## config.mk

```make
export PLATFORM = sky130hd
export DESIGN_NAME = l1i_fetch
export DESIGN_NICKNAME = d
export VERILOG_FILES = /design/src/fetch_pkg.sv /design/src/l1i_fetch.sv /design/src/fetch_queue.sv /design/src/fetch_control.sv /design/src/icache_arrays.sv /design/src/insn_predecode.sv
export VERILOG_INCLUDE_DIRS = /design/src
export SDC_FILE = /design/constraint.sdc
export NUM_CORES = 2
export LEC_CHECK = 0
export ABC_CLOCK_PERIOD_IN_PS = 16010
export BUFFER_PORTS_ARGS = -buffer_cell sky130_fd_sc_hd__buf_4
export CAP_MARGIN = 20
export CELL_PAD_IN_SITES_DETAIL_PLACEMENT = 0
export CELL_PAD_IN_SITES_GLOBAL_PLACEMENT = 2
export CORE_UTILIZATION = 46
export DETAILED_ROUTE_END_ITERATION = 16
export PLACE_DENSITY_LB_ADDON = 0.1
export SLEW_MARGIN = 20
export SYNTH_ARGS = -nofsm -noshare
export SYNTH_HDL_FRONTEND = slang
export SYNTH_SLANG_ARGS = --single-unit
```

## constraint.sdc

```tcl
create_clock -name clk -period 16.01 [get_ports clk]
set_clock_uncertainty 0.05 [all_clocks]
set_input_delay 0.8005 -clock clk [delete_from_list [all_inputs] [get_ports clk]]
set_output_delay 0.8005 -clock clk [all_outputs]
set_load 0.1 [all_outputs]
```

## src/fetch_macros.svh

```systemverilog
`ifndef FETCH_MACROS_SVH
`define FETCH_MACROS_SVH

// pc and memory address width
`define ICACHE_ADDR_W 32

// direct-mapped geometry, 16 sets of 16-byte lines
`define ICACHE_LG_SETS 4
`define ICACHE_LG_LINE_BYTES 4
`define ICACHE_WORDS_PER_LINE 4
`define ICACHE_LINE_W 128

// tag is what is left above the set and offset bits
`define ICACHE_TAG_W (`ICACHE_ADDR_W - `ICACHE_LG_SETS - `ICACHE_LG_LINE_BYTES)

// fetch queue depth, 8 entries
`define FQ_LG_ENTRIES 3

`endif
```

## src/fetch_pkg.sv

```systemverilog
package fetch_pkg;

   // control-flow kind stored next to each cached word
   typedef enum logic [2:0]
   {
      NOT_CFLOW = 3'd0,
      COND_BR   = 3'd1,   // predicted not-taken
      LIKELY_BR = 3'd2,
      UNCOND_BR = 3'd3,
      JUMP      = 3'd4
   } jump_t;

   typedef struct packed
   {
      logic [5:0]  opcode;
      logic [4:0]  rs;
      logic [4:0]  rt;
      logic [15:0] imm;
   } itype_t;

   typedef struct packed
   {
      logic [5:0]  opcode;
      logic [25:0] index;
   } jtype_t;

   // one instruction word, seen as i-type or j-type
   typedef union packed
   {
      itype_t i;
      jtype_t j;
   } insn_word_t;

endpackage

```

## src/l1i_fetch.sv

```systemverilog
`timescale 1ns/1ps
`include "fetch_macros.svh"

module l1i_fetch
  (
   input  logic                        clk,
   input  logic                        reset,
   input  logic                        restart_valid,
   input  logic [`ICACHE_ADDR_W-1:0]   restart_pc,
   input  logic                        flush_req,
   input  logic                        insn_ack,
   input  logic                        mem_rsp_valid,
   input  logic [`ICACHE_LINE_W-1:0]   mem_rsp_data,
   output logic                        restart_ack,
   output logic                        flush_complete,
   output logic                        insn_valid,
   output logic [`ICACHE_ADDR_W-1:0]   insn_pc,
   output logic [31:0]                 insn_data,
   output logic                        insn_pred,
   output logic [`ICACHE_ADDR_W-1:0]   insn_target,
   output logic                        mem_req_valid,
   output logic [`ICACHE_ADDR_W-1:0]   mem_req_addr
   );
   import fetch_pkg::*;

   jump_t [`ICACHE_WORDS_PER_LINE-1:0] fill_kinds, rd_kinds;
   logic [`ICACHE_LG_SETS-1:0] lookup_idx, flush_idx;
   logic [`ICACHE_TAG_W-1:0] rd_tag;
   logic [`ICACHE_LINE_W-1:0] rd_line;
   logic [`ICACHE_ADDR_W-1:0] push_pc, push_target;
   logic [31:0] push_data;
   logic rd_valid, fill, flush_wr, push, push_pred, clear, queue_full;

   // refill line is predecoded on its way into the arrays
   insn_predecode insn_predecode_inst
     (
      .line  (mem_rsp_data),
      .kinds (fill_kinds)
      );

   icache_arrays icache_arrays_inst
     (
      .clk        (clk),
      .lookup_idx (lookup_idx),
      .fill       (fill),
      .fill_addr  (mem_req_addr),
      .fill_line  (mem_rsp_data),
      .fill_kinds (fill_kinds),
      .flush_wr   (flush_wr),
      .flush_idx  (flush_idx),
      .rd_valid   (rd_valid),
      .rd_tag     (rd_tag),
      .rd_line    (rd_line),
      .rd_kinds   (rd_kinds)
      );

   fetch_control fetch_control_inst
     (
      .clk            (clk),
      .reset          (reset),
      .restart_valid  (restart_valid),
      .restart_pc     (restart_pc),
      .flush_req      (flush_req),
      .mem_rsp_valid  (mem_rsp_valid),
      .rd_valid       (rd_valid),
      .rd_tag         (rd_tag),
      .rd_line        (rd_line),
      .rd_kinds       (rd_kinds),
      .queue_full     (queue_full),
      .restart_ack    (restart_ack),
      .flush_complete (flush_complete),
      .mem_req_valid  (mem_req_valid),
      .mem_req_addr   (mem_req_addr),
      .lookup_idx     (lookup_idx),
      .fill           (fill),
      .flush_wr       (flush_wr),
      .flush_idx      (flush_idx),
      .push           (push),
      .push_pc        (push_pc),
      .push_data      (push_data),
      .push_pred      (push_pred),
      .push_target    (push_target),
      .clear          (clear)
      );

   fetch_queue fetch_queue_inst
     (
      .clk         (clk),
      .reset       (reset),
      .clear       (clear),
      .push        (push),
      .push_pc     (push_pc),
      .push_data   (push_data),
      .push_pred   (push_pred),
      .push_target (push_target),
      .insn_ack    (insn_ack),
      .queue_full  (queue_full),
      .insn_valid  (insn_valid),
      .insn_pc     (insn_pc),
      .insn_data   (insn_data),
      .insn_pred   (insn_pred),
      .insn_target (insn_target)
      );

endmodule

```

## src/fetch_queue.sv

```systemverilog
`timescale 1ns/1ps
`include "fetch_macros.svh"

module fetch_queue
  (
   input  logic                      clk,
   input  logic                      reset,
   input  logic                      clear,
   input  logic                      push,
   input  logic [`ICACHE_ADDR_W-1:0] push_pc,
   input  logic [31:0]               push_data,
   input  logic                      push_pred,
   input  logic [`ICACHE_ADDR_W-1:0] push_target,
   input  logic                      insn_ack,
   output logic                      queue_full,
   output logic                      insn_valid,
   output logic [`ICACHE_ADDR_W-1:0] insn_pc,
   output logic [31:0]               insn_data,
   output logic                      insn_pred,
   output logic [`ICACHE_ADDR_W-1:0] insn_target
   );

   localparam int DEPTH = 1 << `FQ_LG_ENTRIES;

   logic [`FQ_LG_ENTRIES:0] r_head, r_tail;  // extra bit tells full from empty
   logic [`FQ_LG_ENTRIES-1:0] head_slot, tail_slot;

   logic [`ICACHE_ADDR_W-1:0] pc_q [DEPTH];
   logic [31:0]               data_q [DEPTH];
   logic                      pred_q [DEPTH];
   logic [`ICACHE_ADDR_W-1:0] target_q [DEPTH];

   assign head_slot = r_head[`FQ_LG_ENTRIES-1:0];
   assign tail_slot = r_tail[`FQ_LG_ENTRIES-1:0];
   assign insn_valid = (r_head != r_tail);
   assign queue_full = (r_head[`FQ_LG_ENTRIES] != r_tail[`FQ_LG_ENTRIES]) &&
                       (head_slot == tail_slot);

   assign insn_pc = pc_q[head_slot];
   assign insn_data = data_q[head_slot];
   assign insn_pred = pred_q[head_slot];
   assign insn_target = target_q[head_slot];

   always_ff @(posedge clk)
   begin
      if (reset || clear)
      begin
         r_head <= '0;
         r_tail <= '0;
      end
      else
      begin
         if (push)
            r_tail <= r_tail + 'd1;
         if (insn_ack && insn_valid)
            r_head <= r_head + 'd1;  // pop shows at the next edge
      end
   end

   always_ff @(posedge clk)
   begin
      if (push)
      begin
         pc_q[tail_slot] <= push_pc;
         data_q[tail_slot] <= push_data;
         pred_q[tail_slot] <= push_pred;
         target_q[tail_slot] <= push_target;
      end
   end

endmodule

```

## src/fetch_control.sv

```systemverilog
`timescale 1ns/1ps
`include "fetch_macros.svh"

module fetch_control
  (
   input  logic                                          clk,
   input  logic                                          reset,
   input  logic                                          restart_valid,
   input  logic [`ICACHE_ADDR_W-1:0]                     restart_pc,
   input  logic                                          flush_req,
   input  logic                                          mem_rsp_valid,
   input  logic                                          rd_valid,
   input  logic [`ICACHE_TAG_W-1:0]                      rd_tag,
   input  logic [`ICACHE_LINE_W-1:0]                     rd_line,
   input  fetch_pkg::jump_t [`ICACHE_WORDS_PER_LINE-1:0] rd_kinds,
   input  logic                                          queue_full,
   output logic                                          restart_ack,
   output logic                                          flush_complete,
   output logic                                          mem_req_valid,
   output logic [`ICACHE_ADDR_W-1:0]                     mem_req_addr,
   output logic [`ICACHE_LG_SETS-1:0]                    lookup_idx,
   output logic                                          fill,
   output logic                                          flush_wr,
   output logic [`ICACHE_LG_SETS-1:0]                    flush_idx,
   output logic                                          push,
   output logic [`ICACHE_ADDR_W-1:0]                     push_pc,
   output logic [31:0]                                   push_data,
   output logic                                          push_pred,
   output logic [`ICACHE_ADDR_W-1:0]                     push_target,
   output logic                                          clear
   );
   import fetch_pkg::*;

   localparam int IDX_LO = `ICACHE_LG_LINE_BYTES;
   localparam int TAG_LO = `ICACHE_LG_LINE_BYTES + `ICACHE_LG_SETS;
   localparam logic [`ICACHE_LG_SETS-1:0] LAST_SET = '1;

   typedef enum logic [2:0]
   {
      IDLE, ACTIVE, INJECT_RELOAD, RELOAD_TURNAROUND, FLUSH, WAIT_NOT_FULL
   } state_t;

   state_t r_state, n_state;
   logic [`ICACHE_ADDR_W-1:0] r_pc, n_pc;               // next pc to look up
   logic [`ICACHE_ADDR_W-1:0] r_cache_pc, n_cache_pc;   // pc of the pending read
   logic [`ICACHE_ADDR_W-1:0] r_miss_pc, n_miss_pc;
   logic [`ICACHE_ADDR_W-1:0] r_target, n_target;       // branch target for the delay slot
   logic [`ICACHE_ADDR_W-1:0] r_mem_req_addr, n_mem_req_addr;
   logic [`ICACHE_LG_SETS-1:0] r_flush_idx, n_flush_idx;
   logic r_req, n_req;
   logic r_delay_slot, n_delay_slot;
   logic r_restart_req, n_restart_req;
   logic r_flush_req, n_flush_req;
   logic r_restart_ack, n_restart_ack;
   logic r_flush_complete, n_flush_complete;
   logic r_mem_req_valid, n_mem_req_valid;

   insn_word_t word;
   jump_t kind;
   logic [`ICACHE_ADDR_W-1:0] pc4, br_target, j_target;
   logic hit, miss, taken, redirect_ok;

   always_comb
   begin
      word = rd_line[32*r_cache_pc[IDX_LO-1:2] +: 32];
      kind = rd_kinds[r_cache_pc[IDX_LO-1:2]];
      pc4 = r_cache_pc + 'd4;
      br_target = pc4 + {{(`ICACHE_ADDR_W-18){word.i.imm[15]}}, word.i.imm, 2'b00};
      j_target = {pc4[`ICACHE_ADDR_W-1:28], word.j.index, 2'b00};
      hit = r_req && rd_valid && (rd_tag == r_cache_pc[`ICACHE_ADDR_W-1:TAG_LO]);
      miss = r_req && !hit;
      // conditional branches fall through, a delay slot is never predicted
      taken = !r_delay_slot && (kind == JUMP || kind == UNCOND_BR || kind == LIKELY_BR);
   end

   // restart and flush wait while a refill is outstanding
   assign redirect_ok = (r_state != INJECT_RELOAD) && (r_state != FLUSH);

   assign lookup_idx = (r_state == RELOAD_TURNAROUND || r_state == WAIT_NOT_FULL) ?
                       r_miss_pc[TAG_LO-1:IDX_LO] : r_pc[TAG_LO-1:IDX_LO];
   assign fill = (r_state == INJECT_RELOAD) && mem_rsp_valid;
   assign flush_wr = (r_state == FLUSH);
   assign flush_idx = r_flush_idx;
   assign push_pc = r_cache_pc;
   assign push_data = word;
   assign push_pred = taken;
   assign push_target = r_delay_slot ? r_target : pc4;
   assign restart_ack = r_restart_ack;
   assign flush_complete = r_flush_complete;
   assign mem_req_valid = r_mem_req_valid;
   assign mem_req_addr = r_mem_req_addr;

   always_comb
   begin
      n_state = r_state;
      n_pc = r_pc;
      n_cache_pc = r_cache_pc;
      n_miss_pc = r_miss_pc;
      n_target = r_target;
      n_mem_req_addr = r_mem_req_addr;
      n_flush_idx = r_flush_idx;
      n_req = 1'b0;
      n_delay_slot = r_delay_slot;
      n_restart_req = r_restart_req | restart_valid;
      n_flush_req = r_flush_req | flush_req;
      n_restart_ack = 1'b0;
      n_flush_complete = 1'b0;
      n_mem_req_valid = 1'b0;
      push = 1'b0;
      clear = 1'b0;

      if (redirect_ok && n_flush_req)
      begin
         n_flush_req = 1'b0;
         n_flush_idx = '0;
         n_delay_slot = 1'b0;
         clear = 1'b1;
         n_state = FLUSH;
      end
      else if (redirect_ok && n_restart_req)
      begin
         n_restart_req = 1'b0;
         n_restart_ack = 1'b1;
         n_pc = restart_pc;
         n_delay_slot = 1'b0;
         clear = 1'b1;
         n_state = ACTIVE;
      end
      else
      begin
         case (r_state)
            ACTIVE:
            begin
               n_cache_pc = r_pc;
               n_req = 1'b1;
               n_pc = r_pc + 'd4;
               if (miss)
               begin
                  n_req = 1'b0;
                  n_pc = r_pc;  // re-issued after the refill
                  n_miss_pc = r_cache_pc;
                  n_mem_req_addr = {r_cache_pc[`ICACHE_ADDR_W-1:IDX_LO], {IDX_LO{1'b0}}};
                  n_mem_req_valid = 1'b1;
                  n_state = INJECT_RELOAD;
               end
               else if (hit && queue_full)
               begin
                  n_req = 1'b0;
                  n_pc = r_pc;
                  n_miss_pc = r_cache_pc;
                  n_state = WAIT_NOT_FULL;
               end
               else if (hit)
               begin
                  push = 1'b1;
                  n_delay_slot = taken;
                  if (taken)
                  begin
                     // delay slot lookup is already in flight
                     n_target = (kind == JUMP) ? j_target : br_target;
                     n_pc = n_target;
                  end
               end
            end
            INJECT_RELOAD:
            begin
               if (mem_rsp_valid)
               begin
                  n_state = RELOAD_TURNAROUND;
               end
            end
            RELOAD_TURNAROUND, WAIT_NOT_FULL:
            begin
               if (!queue_full)
               begin
                  n_cache_pc = r_miss_pc;
                  n_req = 1'b1;
                  n_state = ACTIVE;
               end
            end
            FLUSH:
            begin
               n_flush_idx = r_flush_idx + 'd1;
               if (r_flush_idx == LAST_SET)
               begin
                  n_flush_complete = 1'b1;
                  n_state = IDLE;  // stays here until a restart
               end
            end
            default:
            begin
            end
         endcase
      end
   end

   always_ff @(posedge clk)
   begin
      if (reset)
      begin
         r_state <= IDLE;
         r_req <= 1'b0;
         r_delay_slot <= 1'b0;
         r_restart_req <= 1'b0;
         r_flush_req <= 1'b0;
         r_restart_ack <= 1'b0;
         r_flush_complete <= 1'b0;
         r_mem_req_valid <= 1'b0;
      end
      else
      begin
         r_state <= n_state;
         r_req <= n_req;
         r_delay_slot <= n_delay_slot;
         r_restart_req <= n_restart_req;
         r_flush_req <= n_flush_req;
         r_restart_ack <= n_restart_ack;
         r_flush_complete <= n_flush_complete;
         r_mem_req_valid <= n_mem_req_valid;
      end
   end

   always_ff @(posedge clk)
   begin
      r_pc <= n_pc;
      r_cache_pc <= n_cache_pc;
      r_miss_pc <= n_miss_pc;
      r_target <= n_target;
      r_mem_req_addr <= n_mem_req_addr;  // held until the response
      r_flush_idx <= n_flush_idx;
   end

endmodule

```

## src/icache_arrays.sv

```systemverilog
`timescale 1ns/1ps
`include "fetch_macros.svh"

module icache_arrays
  (
   input  logic                                          clk,
   input  logic [`ICACHE_LG_SETS-1:0]                    lookup_idx,
   input  logic                                          fill,
   input  logic [`ICACHE_ADDR_W-1:0]                     fill_addr,
   input  logic [`ICACHE_LINE_W-1:0]                     fill_line,
   input  fetch_pkg::jump_t [`ICACHE_WORDS_PER_LINE-1:0] fill_kinds,
   input  logic                                          flush_wr,
   input  logic [`ICACHE_LG_SETS-1:0]                    flush_idx,
   output logic                                          rd_valid,
   output logic [`ICACHE_TAG_W-1:0]                      rd_tag,
   output logic [`ICACHE_LINE_W-1:0]                     rd_line,
   output fetch_pkg::jump_t [`ICACHE_WORDS_PER_LINE-1:0] rd_kinds
   );
   import fetch_pkg::*;

   localparam int SETS = 1 << `ICACHE_LG_SETS;
   localparam int IDX_LO = `ICACHE_LG_LINE_BYTES;
   localparam int TAG_LO = `ICACHE_LG_LINE_BYTES + `ICACHE_LG_SETS;

   logic                               valid_mem [SETS];
   logic [`ICACHE_TAG_W-1:0]           tag_mem [SETS];
   logic [`ICACHE_LINE_W-1:0]          line_mem [SETS];
   jump_t [`ICACHE_WORDS_PER_LINE-1:0] kind_mem [SETS];  // predecode per word

   logic [`ICACHE_LG_SETS-1:0] fill_idx;

   assign fill_idx = fill_addr[TAG_LO-1:IDX_LO];

   // refill writes the whole set in the response cycle
   always_ff @(posedge clk)
   begin
      if (fill)
      begin
         tag_mem[fill_idx]  <= fill_addr[`ICACHE_ADDR_W-1:TAG_LO];
         line_mem[fill_idx] <= fill_line;
         kind_mem[fill_idx] <= fill_kinds;
      end
   end

   always_ff @(posedge clk)
   begin
      if (fill)
      begin
         valid_mem[fill_idx] <= 1'b1;
      end
      else if (flush_wr)
      begin
         valid_mem[flush_idx] <= 1'b0;  // one set per sweep cycle
      end
   end

   // registered read, result one cycle after lookup_idx
   always_ff @(posedge clk)
   begin
      rd_valid <= valid_mem[lookup_idx];
      rd_tag   <= tag_mem[lookup_idx];
      rd_line  <= line_mem[lookup_idx];
      rd_kinds <= kind_mem[lookup_idx];
   end

endmodule

```

## src/insn_predecode.sv

```systemverilog
`timescale 1ns/1ps
`include "fetch_macros.svh"

module insn_predecode
  (
   input  logic [`ICACHE_LINE_W-1:0]                     line,
   output fetch_pkg::jump_t [`ICACHE_WORDS_PER_LINE-1:0] kinds
   );
   import fetch_pkg::*;

   function automatic jump_t classify(insn_word_t w);
      jump_t k;
      k = NOT_CFLOW;
      case (w.j.opcode)
         6'd1:  // regimm group
         begin
            case (w.i.rt)
               5'd0, 5'd1: k = COND_BR;
               5'd2, 5'd3: k = LIKELY_BR;
               5'd17:      k = (w.i.rs == 5'd0) ? UNCOND_BR : NOT_CFLOW;  // bal
               default:    k = NOT_CFLOW;
            endcase
         end
         6'd2, 6'd3:
            k = JUMP;
         6'd4:
            k = (w.i.rs == 5'd0 && w.i.rt == 5'd0) ? UNCOND_BR : COND_BR;
         6'd5, 6'd6, 6'd7:
            k = COND_BR;
         6'd17:
         begin
            // bc1f/bc1t, bit 17 marks the likely forms
            if (w.i.rs == 5'd8)
            begin
               k = w.i.rt[1] ? LIKELY_BR : COND_BR;
            end
         end
         6'd20, 6'd21, 6'd22, 6'd23:
            k = LIKELY_BR;
         default:
            k = NOT_CFLOW;
      endcase
      return k;
   endfunction

   always_comb
   begin
      for (int i = 0; i < `ICACHE_WORDS_PER_LINE; i++)
      begin
         kinds[i] = classify(line[32*i +: 32]);  // word i, no byte swap
      end
   end

endmodule

```

Word level (Yosys, flattened, before mapping)
Memories as Yosys holds them, arrays and structs flattened. A register that Yosys moved wholly into a read port is not among the register bits.
Cells that the tools add are included.
- flip-flop bits (word level): 178
- memory bits (writable): 3416
- bits of input ports: 166
- output and inout bits: 133
- logic and storage cells: 291
- memories kept: 8
- add/subtract/negate cells: 6
- magnitude comparators: 1
- equal/unequal tests: 97
- shift operators: 1
- mux-type cells: 81
- bitwise logic cells: 8
- reductions and logical operators: 71
- memory list (memory ; depth ; width ; read ports ; clocked after memory_dff ; wr ports ; RTL line ; RTL):
    icache_arrays_inst.line_mem ; 16 ; 128 ; 1 ; 1 ; 1 ; icache_arrays.sv:27 ; logic [`ICACHE_LINE_W-1:0] line_mem [SETS];
    icache_arrays_inst.tag_mem ; 16 ; 24 ; 1 ; 1 ; 1 ; icache_arrays.sv:26 ; logic [`ICACHE_TAG_W-1:0] tag_mem [SETS];
    fetch_queue_inst.data_q ; 8 ; 32 ; 1 ; 1 ; 1 ; fetch_queue.sv:29 ; logic [31:0] data_q [DEPTH];
    fetch_queue_inst.pc_q ; 8 ; 32 ; 1 ; 1 ; 1 ; fetch_queue.sv:28 ; logic [`ICACHE_ADDR_W-1:0] pc_q [DEPTH];
    fetch_queue_inst.target_q ; 8 ; 32 ; 1 ; 1 ; 1 ; fetch_queue.sv:31 ; logic [`ICACHE_ADDR_W-1:0] target_q [DEPTH];
    icache_arrays_inst.kind_mem ; 16 ; 12 ; 1 ; 1 ; 1 ; icache_arrays.sv:28 ; jump_t [`ICACHE_WORDS_PER_LINE-1:0] kind_mem [SETS];
    2 more memories ; n/a ; n/a ; n/a ; n/a ; n/a ; n/a ;
- operators by type and width (kind ; number):
    32-bit 2-to-1 mux ; 11
    128-bit by 8-bit indexed part select with 32-bit output ; 1
    6-bit by 5-bit == test with 1-bit output (second input constant) ; 20
    6-bit by 3-bit == test with 1-bit output (second input constant) ; 16
    3-bit one-hot mux with 6 select lines ; 4
    32-bit by 3-bit adder with 32-bit output (second input constant) ; 2
    32-bit one-hot mux with 2 select lines ; 1
    3-bit 2-to-1 mux ; 20
    6-bit by 2-bit == test with 1-bit output (second input constant) ; 8
    5-bit by 2-bit == test with 1-bit output (second input constant) ; 8
    5-bit zero test ; 8
    3-bit one-hot mux with 3 select lines ; 4
    32-bit adder ; 1
    2-bit OR reduction ; 14
    24-bit == test ; 1
    6-bit by 1-bit == test with 1-bit output (second input constant) ; 4
    1-bit 2-to-1 mux ; 24
    2-bit 2-to-1 mux ; 12
    4-bit OR reduction ; 6
    5-bit by 1-bit == test with 1-bit output (second input constant) ; 4
    5-bit by 4-bit == test with 1-bit output (second input constant) ; 4
    5-bit == test (second input constant) ; 4
    4-bit AND reduction ; 5
    1-bit logical AND ; 15
    34 further kinds ; 68

Longest topological paths before layout
- word-level depth: 12
- depth in mapped cells: 19
- depth with buffers taken out: 17

Hierarchy
From an unflattened synthesis, not the netlist that was laid out.
- cell total of the unflattened synthesis: 6718
- area total of the unflattened synthesis: 144228.3 um^2
- by module, submodules not included (module ; times used ; cells an instance ; area each (um^2) ; seq. area each (um^2)):
    icache_arrays ; 1 ; 4397 ; 102640.9 ; 82579.2
    fetch_queue ; 1 ; 1194 ; 29739.8 ; 23522.6
    fetch_control ; 1 ; 1035 ; 11293.3 ; 4964.8
    insn_predecode ; 1 ; 92 ; 554.3 ; 0.0

Worst setup path before layout
Ideal clock, no wire load.
- path type: input to register
- from: in mem_rsp_valid
- to: mem icache_arrays_inst.kind_mem[2][0] (netlist bit), enable pin
- library setup time: 0.887 ns
- data arrival time: 12.621 ns
- data required time: 15.073 ns
- setup slack: 2.452 ns
- stages on the path: 4
- buffers on the path: 0
- cell sequence: nor4bb_1 nor2b_1 nand2_1 nor3_1
- cells in the longest elaborated chain, start to end: 3
- RTL lines (what ; RTL line ; RTL):
    from (decl) ; l1i_fetch.sv:12 ; input logic mem_rsp_valid,
    1-bit logical AND ; fetch_control.sv:81 ; assign fill = (r_state == INJECT_RELOAD) && mem_rsp_valid;
    1-bit 2-to-1 mux ; icache_arrays.sv:37 ; if (fill)
    1-bit 2-to-1 mux (not written as such) ; icache_arrays.sv:41 ; kind_mem[fill_idx] <= fill_kinds;
    to (decl) ; icache_arrays.sv:28 ;
Every way passes these cells.

Final worst setup path
- from: reg fetch_control_inst.r_state[1]
- to: reg icache_arrays_inst.rd_line[39], read port of icache_arrays_inst.line_mem
- cells in the longest elaborated chain, start to end: 3
- elaborated cells between the ends (all ways): 4
- those cells by class: eq/ne: 2; mux: 1; reduce/logical: 1
- RTL lines (what ; RTL line ; RTL):
    from (decl) ; fetch_control.sv:43 ; state_t r_state, n_state;
    from (signal assigned) ; fetch_control.sv:212 ; r_state <= n_state;
    3-bit by 2-bit == test with 1-bit output / 3-bit == test (equally long branches) ; fetch_control.sv:79 ; assign lookup_idx = (r_state == RELOAD_TURNAROUND || r_state == WAIT_NOT_FULL) ?
    1-bit logical OR (*) ; fetch_control.sv:79 ;
    4-bit 2-to-1 mux (*) ; fetch_control.sv:79 ;
    to (decl) ; icache_arrays.sv:16 ; output logic [`ICACHE_LINE_W-1:0] rd_line,
Every way passes the cells marked *; elsewhere a longest branch is shown, timed or not.
A chain may end at the register's enable or synchronous reset.

==> results.toml <==
[logic_synthesis]
synth_top_area_frac = 0.7272
synth.largest_area_cell = "edfxtp_1"
syn_inst = 10316
synth.area.top_cells = "edfxtp_1 73%, nand2_1 7.1%, nand3_1 4.6%"
synth-xor-area-share = 0.007236
synth-simple-area-share = 0.1348
synth-main-ff-cell = "edfxtp_1"
yosysSeqAreaShare = 0.7530
yosys.area_share.adder = 0.003427
yosysMostFrequentCell = "edfxtp_1"
yosys-top-cells-count = "3,572 x edfxtp_1, 2,790 x nand2_1, 1,357 x nand3_1"
synth_top_family_by_area = "simple AND/OR/NAND/NOR gates"
syn_area_per_cell_um2 = 14.30
synth-async-reset-ratio = 0
synth_area_um2 = 147500
synthMuxAreaShare = 0.04776
ys_seq_elements = 3762
synth_edf_count = 3572
yosysWarnings = 0
ys_types = 79
synth_compound_area_frac = 0.03591

[placement]
place_congestion = 0.8198
numPortBuffers = 294
place_inst = 14343
dpl-instance-area_um2 = 154600
post-place-ws_ns = 9.576
hpwl_um = 228400

[sta]
hold_viol = 0
slew_violations = 0
rsz0062_at_grt = "no"
setup_violations = 0
worst_pin_slew_ns = 1.133
fmax_ghz = 0.1530
fin_setup_tns_ns = 0
post-route-period-util = 0.4082
setup_slack_ns = 9.475
maxSlewHeadroom = 0.2450
min_period_ns = 6.535

[clock_network]
root_buffer = "clkbuf_16"
cts_tree = "yes"
clock_latency_ns = 0.96
cts.sinks = 3762
cts_made_buffers = 394
clk_pin_slew_worst_paths_ns = 0.06
cts_max_level = 5
cts.path.max_buffers = 4

[critical_path]
path_cells = "xor2_1 -> nand2_2 -> buf_4 -> mux2i_4 -> buf_4 -> buf_12 -> buf_4 -> buf_4 -> buf_4 -> nand2_1 -> and3_1 -> a311oi_1 -> a311oi_1 -> a31oi_1"
slowest_delay_ns = 0.82
cp-end-kind = "register"
cp.arrival_ns = 7.33
cp.required_ns = 16.81
crit_family = "buffers and inverters"
worst-setup-path-type = "register to register"
startpoint_type = "register"
critPathSlowestCell = "buf_4"
crit_top_cell = "buf_4"
crit_fanout = 134
path_buf_inv = 6

[grt]
grt_pass1_wl_um = 622400
grt_pass1_vias = 85559
track_usage = 0.2653
grt_antenna_before_repair = 38
grt_max_degree = 153
overflow = 0

[routing]
wl_per_cell_um = 28.72
ant_nets = 0
firstDrtPassIters = 5
drt_iter0_markers = 9048
drc_errors = 0
num_vias = 88661
avgViaCountPerCell = 5.866
drt-total-wl_um = 434100

[finish]
nNetsFinal = 10766
post_layout_nonfiller_instances = 15114
drive_above_1_share = 0.1394
design_area_um2 = 167300
syn2layout_area_growth_pct = 13.42

[floorplan]
num_rows = 207
start_util = 0.4630
die_w_um = 568.3
core_um2 = 318600
pin_count = 299
die_y_um = 568.3
die_area_um2 = 322900

[power]
peakVddDrop_mv = 0.1151
leakage_nw = 56.32
pwr_density_cell_nw_per_um2 = 137.7

[status]
status = "finished clean"

[flow_run]
cap_violations = 0

[min_path]
hp-class = "primary input to register"
-- final timing paths --
kind,from,endpoint,slack [ns],depth (start not counted)
setup / recovery,fetch_control_inst.r_state[1],icache_arrays_inst.rd_line[39],9.48,14
hold / removal,mem_rsp_data[42],icache_arrays_inst.line_mem[11][42],0.09,1
setup reg to reg,fetch_control_inst.r_state[1],icache_arrays_inst.rd_line[39],9.48,14
hold reg to reg,fetch_control_inst.r_miss_pc[30],fetch_control_inst.push_pc[30],0.49,1
-- what timing repair did --
item | CTS | global route
hold buffers | 1 | 0
hold endpoints to repair | 4 | 0
buffers inserted | 0 | 0
resized for setup | 0 | 0
-- worst register-to-register path: stages (launching register included) --
cell and delay (ns):
dfxtp_1 0.62, xor2_1 0.25, nand2_2 0.12, buf_4 0.48, mux2i_4 0.35, buf_4 0.53, buf_12 0.62, buf_4 0.79
buf_4 0.83, buf_4 0.87, nand2_1 0.15, and3_1 0.19, a311oi_1 0.27, a311oi_1 0.09, a31oi_1 0.23
-- report_power, final --
group / switching, mW / internal (mW) / total (mW)
clock network: 3.80 / 5.08 / 8.88
logic: 1.99 / 0.818 / 2.81
registers: 0.339 / 11.0 / 11.3
-- state kept, by name, summed over array words and instances (netlist names), 3 cells and up, named ones only --
signal	flops
icache_arrays_inst.line_mem	2048
icache_arrays_inst.tag_mem	384
fetch_queue_inst.data_q	256
fetch_queue_inst.pc_q	256
fetch_queue_inst.target_q	256
icache_arrays_inst.kind_mem	192
icache_arrays_inst.rd_line	128
fetch_control_inst.push_pc	32
fetch_control_inst.r_miss_pc	32
fetch_control_inst.r_pc	32
fetch_control_inst.r_target	32
fetch_control_inst.mem_req_addr	28
icache_arrays_inst.rd_tag	24
icache_arrays_inst.valid_mem	16
icache_arrays_inst.rd_kinds	12
fetch_queue_inst.pred_q	8
fetch_control_inst.flush_idx	4
fetch_queue_inst.r_head	4
fetch_queue_inst.r_tail	4
fetch_control_inst.r_state	3
-- cell families (layout without fill, tap and decap cells) --
family,count (synthesis),after routing
other cells,1,41
simple gates,4613,4613
flops,3762,3762
mux,398,398
buf+inv,680,1258
compound gates,701,701
xor+xnor,121,121
fa+ha+maj,40,40
-- routing by layer --
layer,up-vias,GRT usage,share of wire
li1,39169,-,-
met1,46012,0.3796,0.44
met2,2896,0.4313,0.48
met3,562,0.03522,0.061
met4,22,0.06481,0.023
met5,-,0,0.00032
-- metrics by stage --
stage               utilization  power (mW)  hold slack, ns
floorplan                     -       13.06          0.4496
global placement         0.4853       14.35          0.4688
detailed placement       0.4854       14.37          0.4808
CTS                      0.5248       23.22         0.02131
global route             0.5251       23.82         0.05264
finish                   0.5252       23.04         0.08545
-- cell type report --
type,instances,area (um^2)
antenna,37,92.59
clock buffer,548,11030
clock inverter,184,1500
fill,26341,151300
inverter,26,120.1
multi-input combinational,5877,34090
sequential,3762,111100
tap,4180,5230
timing repair buffer,500,4156
-- placed cells by master (no fill, tap or decap), types with 9 or more instances in the layout --
cell       Yosys  layout
mux2i_1       13       9
ha_1          38      38
nand3_1     1357    1357
inv_1         23      22
buf_4          5     467
nor2_1       130     108
clkinv_2       0      71
inv_6          0       9
edfxtp_1    3572    3572
nor2_4         0      20
nand2_1     2790    2789
a31oi_1      181     181
xor2_1        55      55
buf_12         0      32
mux4_2       229     229
nand4_1       19      19
mux2_2       156     156
a311oi_1     331     331
clkbuf_8       0      46
and2_1        11      11
clkbuf_1     526     102
bufinv_16      0      17
clkbuf_16      0     400
nand2b_1      16      16
diode_2        0      37
or4_1          9       9
a21oi_1       42      42
and3_1       178     178
nor4_1        18      18
clkinv_1       2      69
dfxtp_1      190     186
a21o_1        12      12
xnor2_1       65      65
nor3_1        40      33
o21ai_0       61      60
No activity file was read; power rests on OpenSTA's default activity.
